## config.mk

```make
export PLATFORM = sky130hd
export DESIGN_NAME = adpcma_top
export DESIGN_NICKNAME = d
export VERILOG_FILES = /design/src/logic/adpcma_pkg.sv /design/src/logic/adpcma_decoder.sv /design/src/logic/adpcma_level.sv /design/src/logic/adpcma_mixer.sv /design/src/logic/adpcma_step_lut.sv /design/src/logic/adpcma_top.sv
export SDC_FILE = /design/constraint.sdc
export NUM_CORES = 1
export LEC_CHECK = 0
export BUFFER_PORTS_ARGS = -buffer_cell sky130_fd_sc_hd__buf_2
export CAP_MARGIN = 20
export CORE_MARGIN = 3
export CORE_UTILIZATION = 55
export DETAILED_ROUTE_END_ITERATION = 8
export PLACE_DENSITY = 0.72
export SYNTH_ARGS = -nofsm -noshare
export SYNTH_HDL_FRONTEND = slang
export SYNTH_SLANG_ARGS = --single-unit
```

## constraint.sdc

```tcl
create_clock -name clk -period 7.9 [get_ports clk]
set_input_delay 0.395 -clock clk [delete_from_list [all_inputs] [get_ports clk]]
set_output_delay 0.395 -clock clk [all_outputs]
set_load 0.05 [all_outputs]
```

## src/logic/adpcma_pkg.sv

```systemverilog
package adpcma_pkg;

    // channels in the rotation, tied to the decoder depth
    localparam int NUM_CH = 6;

    // accumulator, 12-bit sample plus overflow room
    localparam int SIG_W = 13;
    localparam int STEP_W = 6;
    localparam int STEP_MAX = 48;

    // pcm out of the decoder, accumulator shifted up by 4
    localparam int PCM_W = 16;

    // level widths, linear
    localparam int LEVEL_W = 5;
    localparam int MASTER_W = 6;
    localparam int GAIN_W = 6;
    // divide by 32 after each level product
    localparam int SCALE_SH = 5;

    // frame field width, fixed by the frame struct
    localparam int FRAME_W = 16;

    // register address of the master level
    localparam logic [2:0] MASTER_ADDR = 3'(NUM_CH);

    // one slot of input
    typedef struct packed {
        logic [2:0] ch;
        logic [3:0] data;   // sign in bit 3, magnitude code below
        logic       chon;
        logic       clr;
    } adpcma_nibble_t;

    typedef struct packed {
        logic [2:0]              ch;
        logic signed [PCM_W-1:0] pcm;
    } adpcma_sample_t;

    typedef struct packed {
        logic [2:0]        ch;
        logic [GAIN_W-1:0] gain;
        logic              pan_l;
        logic              pan_r;
    } adpcma_gain_t;

    // addr 0..5 channel, 6 master
    typedef struct packed {
        logic [2:0] addr;
        logic [7:0] wdata;
        logic       we;
    } adpcma_reg_t;

    typedef struct packed {
        logic signed [FRAME_W-1:0] left;
        logic signed [FRAME_W-1:0] right;
    } adpcma_frame_t;

endpackage

```

## src/logic/adpcma_decoder.sv

```systemverilog
`timescale 1ns/1ps

module adpcma_decoder import adpcma_pkg::*; (
    input  logic           clk,
    input  logic           rst_n,
    input  logic           cen,
    input  adpcma_nibble_t nibble,
    output adpcma_sample_t sample
);

    // clamp limits of the 12-bit sample
    localparam logic signed [SIG_W-1:0] MAX_POS = {2'b00, {(SIG_W-2){1'b1}}};
    localparam logic signed [SIG_W-1:0] MAX_NEG = {2'b11, {(SIG_W-2){1'b0}}};

    // loop registers, one channel per stage
    logic signed [SIG_W-1:0] x1;
    logic signed [SIG_W-1:0] x2;
    logic signed [SIG_W-1:0] x3;
    logic signed [SIG_W-1:0] x4;
    // one extra bit, sum can exceed the 13-bit range before the clamp
    logic signed [SIG_W:0]   x5;
    logic signed [SIG_W-1:0] x6;
    logic [STEP_W-1:0]       step1;
    logic [STEP_W-1:0]       step2;
    logic [STEP_W-1:0]       step3;
    logic [STEP_W-1:0]       step4;
    logic [STEP_W-1:0]       step5;
    logic [STEP_W-1:0]       step6;
    logic                    sign2;
    logic                    sign3;
    logic                    chon2;
    logic                    chon3;
    logic                    chon4;
    logic [2:0]              ch2;

    // table interface
    logic [STEP_W-1:0]       lut_step;
    logic [2:0]              lut_code;
    logic [11:0]             inc3;
    logic signed [SIG_W-1:0] inc3_ext;
    logic signed [SIG_W-1:0] inc4;

    // stage I helpers
    logic [STEP_W-1:0]       step_cur;
    logic [STEP_W-1:0]       step_next;
    logic [STEP_W-1:0]       step_adapt;

    adpcma_step_lut lut_i (
        .clk   (clk),
        .rst_n (rst_n),
        .cen   (cen),
        .step  (lut_step),
        .code  (lut_code),
        .inc   (inc3)
    );

    always_comb begin
        // clr restarts from step 0 before adapting
        step_cur = nibble.clr ? '0 : step1;
        case (nibble.data[2:0])
            3'd4: step_next = step_cur + 6'd2;
            3'd5: step_next = step_cur + 6'd5;
            3'd6: step_next = step_cur + 6'd7;
            3'd7: step_next = step_cur + 6'd9;
            // codes 0..3 step down, floor at 0
            default: step_next = (step_cur == '0) ? '0 : step_cur - 6'd1;
        endcase
        step_adapt = (step_next > 6'(STEP_MAX)) ? 6'(STEP_MAX) : step_next;
        inc3_ext = {1'b0, inc3};
    end

    // stage II output, old accumulator scaled to 16 bits
    always_comb begin
        sample.ch  = ch2;
        sample.pcm = {x2[SIG_W-2:0], {(PCM_W-SIG_W+1){1'b0}}};
    end

    always_ff @(posedge clk or negedge rst_n) begin
        if (!rst_n) begin
            x1 <= '0;
            x2 <= '0;
            x3 <= '0;
            x4 <= '0;
            x5 <= '0;
            x6 <= '0;
            step1 <= '0;
            step2 <= '0;
            step3 <= '0;
            step4 <= '0;
            step5 <= '0;
            step6 <= '0;
            sign2 <= 1'b0;
            sign3 <= 1'b0;
            chon2 <= 1'b0;
            chon3 <= 1'b0;
            chon4 <= 1'b0;
            ch2 <= '0;
            lut_step <= '0;
            lut_code <= '0;
            inc4 <= '0;
        end else if (cen) begin
            // I adapt step, address the table
            x2 <= nibble.clr ? '0 : x1;
            step2 <= nibble.chon ? step_adapt : '0;
            sign2 <= nibble.data[3];
            chon2 <= nibble.chon;
            ch2 <= nibble.ch;
            lut_step <= step_cur;
            lut_code <= nibble.data[2:0];
            // II table read in flight
            x3 <= x2;
            step3 <= step2;
            sign3 <= sign2;
            chon3 <= chon2;
            // III negate on sign
            inc4 <= sign3 ? -inc3_ext : inc3_ext;
            x4 <= x3;
            step4 <= step3;
            chon4 <= chon3;
            // IV accumulate, muted channel drops to 0
            if (chon4) begin
                x5 <= x4 + inc4;
            end else begin
                x5 <= '0;
            end
            step5 <= step4;
            // V clamp to 12 bits
            if (x5 > MAX_POS) begin
                x6 <= MAX_POS;
            end else if (x5 < MAX_NEG) begin
                x6 <= MAX_NEG;
            end else begin
                x6 <= x5[SIG_W-1:0];
            end
            step6 <= step5;
            // VI back to the head, same channel's next slot
            x1 <= x6;
            step1 <= step6;
        end
    end

endmodule

```

## src/logic/adpcma_level.sv

```systemverilog
`timescale 1ns/1ps

module adpcma_level import adpcma_pkg::*; (
    input  logic         clk,
    input  logic         rst_n,
    input  logic         cen,
    input  logic [2:0]   ch,
    input  adpcma_reg_t  cfg,
    output adpcma_gain_t gain
);

    logic [LEVEL_W-1:0]          level [NUM_CH];
    logic [NUM_CH-1:0]           pan_l;
    logic [NUM_CH-1:0]           pan_r;
    logic [MASTER_W-1:0]         master;

    // lookup for the presented slot
    logic [LEVEL_W-1:0]          cur_level;
    logic                        cur_l;
    logic                        cur_r;
    logic [LEVEL_W+MASTER_W-1:0] prod;

    always_comb begin
        cur_level = '0;
        cur_l = 1'b0;
        cur_r = 1'b0;
        // out of range ch stays silent
        if (ch < 3'(NUM_CH)) begin
            cur_level = level[ch];
            cur_l = pan_l[ch];
            cur_r = pan_r[ch];
        end
        prod = (LEVEL_W+MASTER_W)'(cur_level) * (LEVEL_W+MASTER_W)'(master);
    end

    // register file, written on any cycle
    always_ff @(posedge clk or negedge rst_n) begin
        if (!rst_n) begin
            for (int i = 0; i < NUM_CH; i++) begin
                level[i] <= '0;
            end
            pan_l <= '0;
            pan_r <= '0;
            master <= '0;
        end else if (cfg.we) begin
            if (cfg.addr < 3'(NUM_CH)) begin
                // pan in the top bits, level at the bottom
                level[cfg.addr] <= cfg.wdata[LEVEL_W-1:0];
                pan_l[cfg.addr] <= cfg.wdata[7];
                pan_r[cfg.addr] <= cfg.wdata[6];
            end else if (cfg.addr == MASTER_ADDR) begin
                master <= cfg.wdata[MASTER_W-1:0];
            end
        end
    end

    // lines up with the decoder output one cen later
    always_ff @(posedge clk or negedge rst_n) begin
        if (!rst_n) begin
            gain <= '0;
        end else if (cen) begin
            gain.ch <= ch;
            gain.gain <= prod[SCALE_SH +: GAIN_W];
            gain.pan_l <= cur_l;
            gain.pan_r <= cur_r;
        end
    end

endmodule

```

## src/logic/adpcma_mixer.sv

```systemverilog
`timescale 1ns/1ps

module adpcma_mixer import adpcma_pkg::*; #(
    parameter int OUT_W = 16
) (
    input  logic           clk,
    input  logic           rst_n,
    input  logic           cen,
    input  adpcma_sample_t sample,
    input  adpcma_gain_t   gain,
    output adpcma_frame_t  frame,
    output logic           frame_valid
);

    // six 17-bit terms need 20 bits, one spare
    localparam int SUM_W = 21;
    localparam int PROD_W = PCM_W + GAIN_W + 1;
    // saturated value widened so the frame takes its top bits
    localparam int EXT_W = (OUT_W > FRAME_W) ? OUT_W : FRAME_W;
    localparam logic signed [SUM_W-1:0] MAX_POS = SUM_W'(2 ** (OUT_W - 1) - 1);
    localparam logic signed [SUM_W-1:0] MIN_NEG = SUM_W'(-(2 ** (OUT_W - 1)));

    logic signed [PROD_W-1:0] prod;
    logic signed [PROD_W-1:0] prod_sh;
    logic signed [SUM_W-1:0]  scaled;
    logic signed [SUM_W-1:0]  add_l;
    logic signed [SUM_W-1:0]  add_r;
    logic signed [SUM_W-1:0]  sum_l;
    logic signed [SUM_W-1:0]  sum_r;
    logic                     last;

    // clamp to OUT_W, then fit the frame field
    function automatic logic signed [FRAME_W-1:0] to_frame(input logic signed [SUM_W-1:0] s);
        logic signed [SUM_W-1:0] c;
        logic signed [EXT_W-1:0] e;
        c = s;
        if (s > MAX_POS) begin
            c = MAX_POS;
        end
        if (s < MIN_NEG) begin
            c = MIN_NEG;
        end
        e = EXT_W'(c);
        return e[EXT_W-1 -: FRAME_W];
    endfunction

    always_comb begin
        // gain is unsigned, zero bit keeps the product signed
        prod = sample.pcm * $signed({1'b0, gain.gain});
        // arithmetic shift rounds toward minus infinity
        prod_sh = prod >>> SCALE_SH;
        scaled = prod_sh[SUM_W-1:0];
        add_l = sum_l + (gain.pan_l ? scaled : '0);
        add_r = sum_r + (gain.pan_r ? scaled : '0);
        last = (sample.ch == 3'(NUM_CH - 1));
    end

    always_ff @(posedge clk or negedge rst_n) begin
        if (!rst_n) begin
            sum_l <= '0;
            sum_r <= '0;
            frame <= '0;
            frame_valid <= 1'b0;
        end else begin
            // one clk pulse per rotation
            frame_valid <= cen && last;
            if (cen) begin
                if (last) begin
                    frame.left <= to_frame(add_l);
                    frame.right <= to_frame(add_r);
                    // restart for the next rotation
                    sum_l <= '0;
                    sum_r <= '0;
                end else begin
                    sum_l <= add_l;
                    sum_r <= add_r;
                end
            end
        end
    end

endmodule

```

## src/logic/adpcma_step_lut.sv

```systemverilog
`timescale 1ns/1ps

module adpcma_step_lut (
    input  logic        clk,
    input  logic        rst_n,
    input  logic        cen,
    input  logic [5:0]  step,
    input  logic [2:0]  code,
    output logic [11:0] inc
);

    logic [10:0] size;
    logic [14:0] prod;

    always_comb begin
        // adpcm-a step sizes, roughly x1.1 per index
        case (step)
            6'd0: size = 11'd16;
            6'd1: size = 11'd17;
            6'd2: size = 11'd19;
            6'd3: size = 11'd21;
            6'd4: size = 11'd23;
            6'd5: size = 11'd25;
            6'd6: size = 11'd28;
            6'd7: size = 11'd31;
            6'd8: size = 11'd34;
            6'd9: size = 11'd37;
            6'd10: size = 11'd41;
            6'd11: size = 11'd45;
            6'd12: size = 11'd50;
            6'd13: size = 11'd55;
            6'd14: size = 11'd60;
            6'd15: size = 11'd66;
            6'd16: size = 11'd73;
            6'd17: size = 11'd80;
            6'd18: size = 11'd88;
            6'd19: size = 11'd97;
            6'd20: size = 11'd107;
            6'd21: size = 11'd118;
            6'd22: size = 11'd130;
            6'd23: size = 11'd143;
            6'd24: size = 11'd157;
            6'd25: size = 11'd173;
            6'd26: size = 11'd190;
            6'd27: size = 11'd209;
            6'd28: size = 11'd230;
            6'd29: size = 11'd253;
            6'd30: size = 11'd279;
            6'd31: size = 11'd307;
            6'd32: size = 11'd337;
            6'd33: size = 11'd371;
            6'd34: size = 11'd408;
            6'd35: size = 11'd449;
            6'd36: size = 11'd494;
            6'd37: size = 11'd544;
            6'd38: size = 11'd598;
            6'd39: size = 11'd658;
            6'd40: size = 11'd724;
            6'd41: size = 11'd796;
            6'd42: size = 11'd876;
            6'd43: size = 11'd963;
            6'd44: size = 11'd1060;
            6'd45: size = 11'd1166;
            6'd46: size = 11'd1282;
            6'd47: size = 11'd1411;
            6'd48: size = 11'd1552;
            // indices above 48 never reach here
            default: size = '0;
        endcase
        // (2m+1) * size, divided by 8 on the way out
        prod = 15'(size) * 15'({code, 1'b1});
    end

    always_ff @(posedge clk or negedge rst_n) begin
        if (!rst_n) begin
            inc <= '0;
        end else if (cen) begin
            inc <= prod[14:3];
        end
    end

endmodule

```

## src/logic/adpcma_top.sv

```systemverilog
`timescale 1ns/1ps

module adpcma_top import adpcma_pkg::*; #(
    parameter int OUT_W = 16
) (
    input  logic           clk,
    input  logic           rst_n,
    input  logic           cen,
    input  adpcma_nibble_t nibble,
    input  adpcma_reg_t    cfg,
    output adpcma_frame_t  frame,
    output logic           frame_valid
);

    // decoder and level unit run on the same slot
    adpcma_sample_t sample;
    adpcma_gain_t   gain;

    adpcma_decoder decoder_i (
        .clk    (clk),
        .rst_n  (rst_n),
        .cen    (cen),
        .nibble (nibble),
        .sample (sample)
    );

    adpcma_level level_i (
        .clk   (clk),
        .rst_n (rst_n),
        .cen   (cen),
        .ch    (nibble.ch),
        .cfg   (cfg),
        .gain  (gain)
    );

    // both results arrive together one cen later
    adpcma_mixer #(
        .OUT_W (OUT_W)
    ) mixer_i (
        .clk         (clk),
        .rst_n       (rst_n),
        .cen         (cen),
        .sample      (sample),
        .gain        (gain),
        .frame       (frame),
        .frame_valid (frame_valid)
    );

endmodule

```

; Yosys cells after proc, flatten, opt, wreduce, memory -nomap -nowiden
; Memory sizes are Yosys's and may differ from the RTL's.
; Cells that the tools add are included.
[totals]
regBits = 288
mem_bits_ro = 704
input_bits = 24
out_inout_bits = 33
word_cells = 118
mem_count = 1
[memory_table]
columns = name, words, width, rd, rd_ports_with_merged_regs, wr, line
row1 = (name not given), 64, 11, 1, 0, 0, adpcma_step_lut.sv:17  ; case (step)
[classes]
add_sub_neg = 9
n_mul = 3
magnitude_cmp = 15
eq_ne = 6
muxes = 35
bitwise_logic = 3
reduce_logical = 7
[ops]
columns = cell, n
row1 = 2-to-1 mux 21 bit, 4
row2 = 2-to-1 mux 16 bit, 4
row3 = 2-to-1 mux 13 bit, 4
row4 = adder 21 bit, 2
row5 = "greater-than comparator 21 x 16 -> 1 bit, second input constant", 2
row6 = "< comparator 21 x 16 -> 1 bit, second input constant", 2
row7 = bitwise mux 30 bit, 1
row8 = 2-to-1 mux 6 bit, 4
row9 = one-hot mux 6 bit (4 select lines), 1
row10 = 2-to-1 mux 5 bit, 4
row11 = multiplier 12 x 7 -> 19 bit, 1
row12 = "== test 3 bit, second input constant", 6
row13 = binary-select mux 5 bit (select 3 bit), 1
row14 = demux 5 bit (select 3 bit), 1
row15 = multiplier 11 x 4 -> 15 bit, 1
row16 = adder 13 x 13 -> 14 bit, 1
row17 = "greater-than comparator 14 x 12 -> 1 bit, second input constant", 1
row18 = "< comparator 14 x 12 -> 1 bit, second input constant", 1
row19 = 2-to-1 mux 14 bit, 1
row20 = negation 12 -> 13 bit, 1
row21 = "adder 6 x 3 -> 6 bit, second input constant", 2
row22 = bitwise mux 6 bit, 2
row23 = multiplier 5 x 6 -> 11 bit, 1
row24 = "greater-or-equal comparator 4 bit, second input constant", 2
row25 = other kinds (17), 28

; Longest topological paths before layout
[logic_depth]
word_depth = 7
ltp_mapped = 32
mapped_depth_nobuf = 30

; By module
; From an unflattened synthesis, not the netlist that was laid out.
[hier_totals]
hier_cells = 2124
hier_area_um2 = 21386.8
[modules_own_cells]
columns = module, instances, cells_each, area_each_um2, seq_area_each_um2
row1 = adpcma_mixer, 1, 919, 8419.3, 1876.8
row2 = adpcma_decoder, 1, 612, 7011.7, 3628.5
row3 = adpcma_level, 1, 291, 3530.9, 1476.4
row4 = adpcma_step_lut, 1, 302, 2424.8, 300.3

; Worst setup path before layout
; No wires, ideal clock.
[synth_timing]
path_kind = flip-flop to flip-flop
startpoint = register, netlist name level_i.gain[5]
endpoint = register, netlist name mixer_i.frame[22]
setup_ns = 0.123
arrival_time_ns = 6.721
t_required_ns = 7.777
setup_slack_ns = 1.056
path_stages_with_launch = 32
path_buffers = 2
period_less_slack_ns = 6.844
cell_sequence = dfrtp_1 clkbuf_1 and2_1 fa_1 inv_1 fa_1 inv_1 fa_1 inv_1 fa_1 inv_1 ha_1 a21o_1 nand2_1 nand3_1 nand4_1 nand3b_1 a21oi_1 xnor2_1 and2_1 ha_1 a21oi_1 o21ai_0 a211oi_1 o211ai_1 a2111oi_0 nor2_1 xnor2_1 xnor2_1 clkbuf_1 o21a_1 o21ai_1
[synth_via]
elab_chain_len = 6
elab_cells_between_ends = 7
classes_between = add/sub (1) / mul (1) / order compare (2) / mux (3)
[synth_rtl]
columns = element, line
row1 = multiplier 12 x 7 -> 19 bit *, adpcma_mixer.sv:49  ; prod = sample.pcm * $signed({1'b0, gain.gain});
row2 = 2-to-1 mux 21 bit *, adpcma_mixer.sv:53  ; add_l = sum_l + (gain.pan_l ? scaled : '0);
row3 = adder 21 bit *, adpcma_mixer.sv:53
row4 = greater-than comparator 21 x 16 -> 1 bit, adpcma_mixer.sv:37  ; if (s > MAX_POS) begin
row5 = 2-to-1 mux 16 bit, adpcma_mixer.sv:37
row6 = 2-to-1 mux 16 bit *, adpcma_mixer.sv:40  ; if (s < MIN_NEG) begin
; Mark *: on every way between the ends. The rest lies on a longest branch, timed or not.
; A chain may end at the register's enable or synchronous reset.

; Worst setup path after layout
[layout_timing]
startpoint = register, netlist name level_i.gain[3]
endpoint = register, netlist name mixer_i.frame[11]
[layout_via]
elab_chain_len = 6
elab_cells_between_ends = 7
classes_between = add/sub (1) / mul (1) / order compare (2) / mux (3)
[layout_rtl]
columns = element, line
row1 = multiplier 12 x 7 -> 19 bit *, adpcma_mixer.sv:49
row2 = 2-to-1 mux 21 bit *, adpcma_mixer.sv:54  ; add_r = sum_r + (gain.pan_r ? scaled : '0);
row3 = adder 21 bit *, adpcma_mixer.sv:54
row4 = greater-than comparator 21 x 16 -> 1 bit, adpcma_mixer.sv:37
row5 = 2-to-1 mux 16 bit, adpcma_mixer.sv:37
row6 = 2-to-1 mux 16 bit *, adpcma_mixer.sv:40
; Marked as above.

==> results list <==
* Status: finished clean
- Multi-input combinational cell area: roughly 0.012 mm^2
- Post-synth top flop: dfrtp_1
- In the global route stage, met1 resource usage came out at 31.6%.
- Power density over the cells: ~330 mW/mm^2
* Top cells by area in the synthesized netlist: dfrtp_1 36%, ha_1 8.8%, fa_1 8.4%
- Die X-Extent: around 200 um
- Actual transition at the worst max-transition pin: between 1 and 1.5 ns
- Maximum single-stage delay on the critical path: 0.61 ns
- Net count reported at finish: roughly 2.3k
* Clock H-tree levels: 2
* Post-Syn Area: between 0.015 and 0.02 mm^2
* Starting DRC count in detailed routing: about 890
* Shortest clock period the worst path allows after layout: 7.30 ns
- Critical path buffer and inverter count: 3
* Mean Syn Cell Area: between 10 and 15 um^2
* Core Rows: a little under 70
* Global-route met3 utilization: 2.99%
- The top cell types in the final layout, fill and taps aside, are 288 x dfrtp_1, 193 x inv_1, 162 x nand2_1.
- Total power for the finished layout comes to just over 7000 uW.
- Count of synthesis-stage warnings from yosys: 0
- The final critical path takes up 92.4% of the cycle.
- Maximum frequency from static timing analysis: roughly 140 MHz
* Most numerous cell on the critical path: fa_1
- Wirelength, routed: between 40000 and 50000 um
* DRC violations left: 0
- IO buf count: 56
- CTS tree: done
* Number of inserted diodes: 0
- In the final routed layout, each cell accounts on average for roughly 17 um.
* Number of setup violations in the final report: 0
- The layout has between 2k and 3k filler cells.
- Via count of the first global-routing pass: about 15k
- The tool flagged a number of max-cap violations equal to 0.
- Synthesis produced about 2k cells.
- Sequential elements use 36.1% of the synthesized area.
* Detailed placement HPWL: 30400 um
- Post-route ant nets: 0
* Most heavily used metal layer in global routing: met2
* Leading cell type in the layout, fill and taps excluded: dfrtp_1
* Ratio of routed vias to standard cells: 5.74
- Crit path required time: about 8.4 ns
- The number of pins exceeding their max-slew limit in the final report is 0.
* FF+latch count, synth: between 200 and 300
- In this run the deepest clock path goes through 3 buffers.
- Post-CTS setup buffer count: 0
- Final non-filler cell total: 2487
- Capturing element type of the critical path: register
- The die covers 0.0387 mm^2.
* DR vias: around 14k
- The first global-routing pass estimated just over 70000 um of wire.
- Pin count of the biggest net entering global routing: between 150 and 200
* Number of placed I/O pins: 57
* Total nets after synthesis: 2233
- Starting Density: 56.1%
- For this run, asynchronously set or reset flops after synthesis account for 100%.
- Final hold violation count: 0
- Slowest cell on the critical path: fa_1
- Global routing used 22.4% of the available tracks across all layers.
* Number of distinct library cells after synthesis: 73
- Number of synthesized flops with an enable pin: 0
* Class of the worst hold path: in -> reg
* Headroom to the max-slew limit: between 30 and 40%
* Sequential Area: ~0.007 mm^2
- Across the VDD grid, the largest voltage drop is 239 uV.
- GRT overflow: 0
- Number of instances in the placed design: roughly 2.4k
- Of all nets on the critical path, the largest fanout is 15.
- Final total negative setup slack: 0 ns
- Data on the critical path arrives at its endpoint at roughly 7.8 ns.
* Cell accounting for the most synthesized area: dfrtp_1
* Worst clock skew on the final layout: between 0.02 and 0.03 ns
- For this design the static power due to leakage is 0.0105 uW.
- The critical path in this run is classified as reg -> reg.
- In this run, CTS created clock tree buffers numbering 34.
- The number of antenna violations at the first check in global routing is 0.
- Clock tree synthesis selected as its root buffer the cell clkbuf_16.
* Startpoint type of the worst setup path: register
- For this run, the detailed router's first-pass iteration total came to 7.
- Routing usage on met2: between 30 and 40%
* Ratio of cells with drive above 1 in the final layout: around 16%
- The die is 197 um tall.
- After clock tree synthesis, the clock-pin slew on the worst setup and hold paths is roughly 0.06 ns.
- Area growth from synthesis to layout: 9.01%
- At the later pin of the worst-skew pair, clock insertion delay measures between 0.5 and 0.6 ns.
* Category of cells accounting for the largest share of critical-path delay: adder cells
- The congestion estimate from routability-driven global placement came to between 0.8 and 0.9.
- Setup repair after global routing left no endpoint under its margin.
- Counting every sink on the clock net gives 288.
* Core Region: 0.0357 mm^2
- Share of the synthesized area in the top cell type: approximately 36%
worst register-to-register path: stages (launching register included):
cell       delay (ns)
dfrtp_1          0.56
nand2_1          0.19
fa_1             0.61
fa_1             0.57
inv_1            0.05
fa_1             0.49
inv_1            0.05
fa_1             0.50
inv_1            0.04
ha_1             0.37
nand2_1          0.11
nand2b_1         0.06
a211o_1          0.31
o21a_1           0.17
a21oi_1          0.18
nor3_1           0.10
nor3b_1          0.59
ha_1             0.41
nand2_1          0.13
o2111ai_1        0.20
a21o_1           0.23
a21oi_1          0.17
xnor2_1          0.11
xnor2_1          0.29
a21o_1           0.46
o221a_2          0.28
logic make-up (layout without fill, tap and decap cells):
group           after synthesis  count (layout)  share of synthesized area (%)
simple gates                471             471                           11.9
fa+ha+maj                   225             225                           17.2
flops                       288             288                           36.1
mux                         165             165                           9.62
xor+xnor                     94              94                           4.12
compound gates              458             458                           15.7
buf+inv                     283             325                           5.38
worst paths after layout:
| check | slack [ns] | startpoint | cells after the start | end |
|---|---|---|---|---|
| worst max-delay path | 0.60 | level_i.gain[3] | 25 | mixer_i.frame[11] |
| worst min-delay path | 0.11 | cfg[6] | 2 | level_i.master[5] |
| worst max register to register | 0.60 | level_i.gain[3] | 25 | mixer_i.frame[11] |
| worst min register to register | 0.47 | mixer_i.frame[31] | 2 | mixer_i.frame[31] |
| max in group asynchronous | 5.90 | rst_n | 3 | level_i.level[2] |
| min in group asynchronous | 0.56 | rst_n | 2 | mixer_i.frame[11] |
cell type report:
cell class	instances	share of cell area, %
Timing Repair Buffer	68	1.92
Multi-Input combinational cell	1413	53.7
Clock buffer	47	4.55
Clock inverter	13	0.678
Inverter	197	3.39
Tap cell	461	2.65
Sequential cell	288	33.1
synthesized netlist by cell type (5+ instances only):
| master | n |
|---|---|
| o21a_1 | 28 |
| nand3_1 | 17 |
| nand2b_1 | 14 |
| o21ai_1 | 10 |
| mux4_2 | 7 |
| xnor2_1 | 59 |
| xor2_1 | 35 |
| a21oi_1 | 95 |
| inv_1 | 194 |
| and3_1 | 8 |
| a311oi_1 | 5 |
| or3_1 | 6 |
| nor4_1 | 5 |
| and2_1 | 104 |
| clkbuf_1 | 74 |
| o21bai_1 | 7 |
| o211ai_1 | 26 |
| nand4_1 | 6 |
| a22o_1 | 13 |
| mux2_2 | 143 |
| fa_1 | 84 |
| nor2_1 | 66 |
| nor2b_1 | 33 |
| buf_1 | 7 |
| a211oi_1 | 10 |
| a31o_2 | 13 |
| o31ai_1 | 9 |
| o221a_2 | 15 |
| a211o_1 | 12 |
| a31oi_1 | 9 |
| dfrtp_1 | 288 |
| nand4b_1 | 6 |
| o21ai_0 | 96 |
| mux2i_1 | 14 |
| o2bb2ai_1 | 38 |
| o2111ai_1 | 6 |
| a21o_1 | 21 |
| o22ai_1 | 16 |
| or2_2 | 6 |
| nand2_1 | 162 |
| nor3_1 | 21 |
| ha_1 | 141 |
sequential cells by signal (all words and copies together), names as in the netlist, 8 cells and up:
name / flops
decoder_i.x3: 13
mixer_i.sum_r: 21
decoder_i.x5: 14
level_i.level: 30
decoder_i.x4: 13
decoder_i.x6: 13
mixer_i.sum_l: 21
level_i.gain: 8
decoder_i.x1: 13
mixer_i.frame: 32
decoder_i.x2: 13
decoder_i.lut_i.inc: 12
decoder_i.inc4: 13
metal layers:
metal	routed length [um]	part of all wire (%)
met3	1440	3.4
met4	1010	2.4
met1	20100	47
met2	20000	47
met5	0	0
repair_timing:
action,CTS,global route
endpoints found under the setup margin,0,15
hold buffers,1,0
hold endpoints to repair,65,0
gates resized for setup,0,1
per-stage QoR:
stage          hold slack [ns]  setup slack, ns  utilization, %  area (um^2)
2_1_floorplan           0.0994             1.06               -        20000
5_1_grt                 0.0991           0.0331            61.1        21800
3_5_place_dp             0.466            0.545            57.8        20600
3_3_place_gp             0.461            0.636            57.8        20600
4_1_cts                 0.0879            0.532            61.0        21800
6_report                 0.107            0.598            61.1        21800
power by group:
group | switching (uW) | internal (uW) | leakage (uW)
clock network | 628 | 949 | 0.000562
logic | 1860 | 1340 | 0.00623
registers | 397 | 1940 | 0.00366
(Power assumes the default switching activity.)
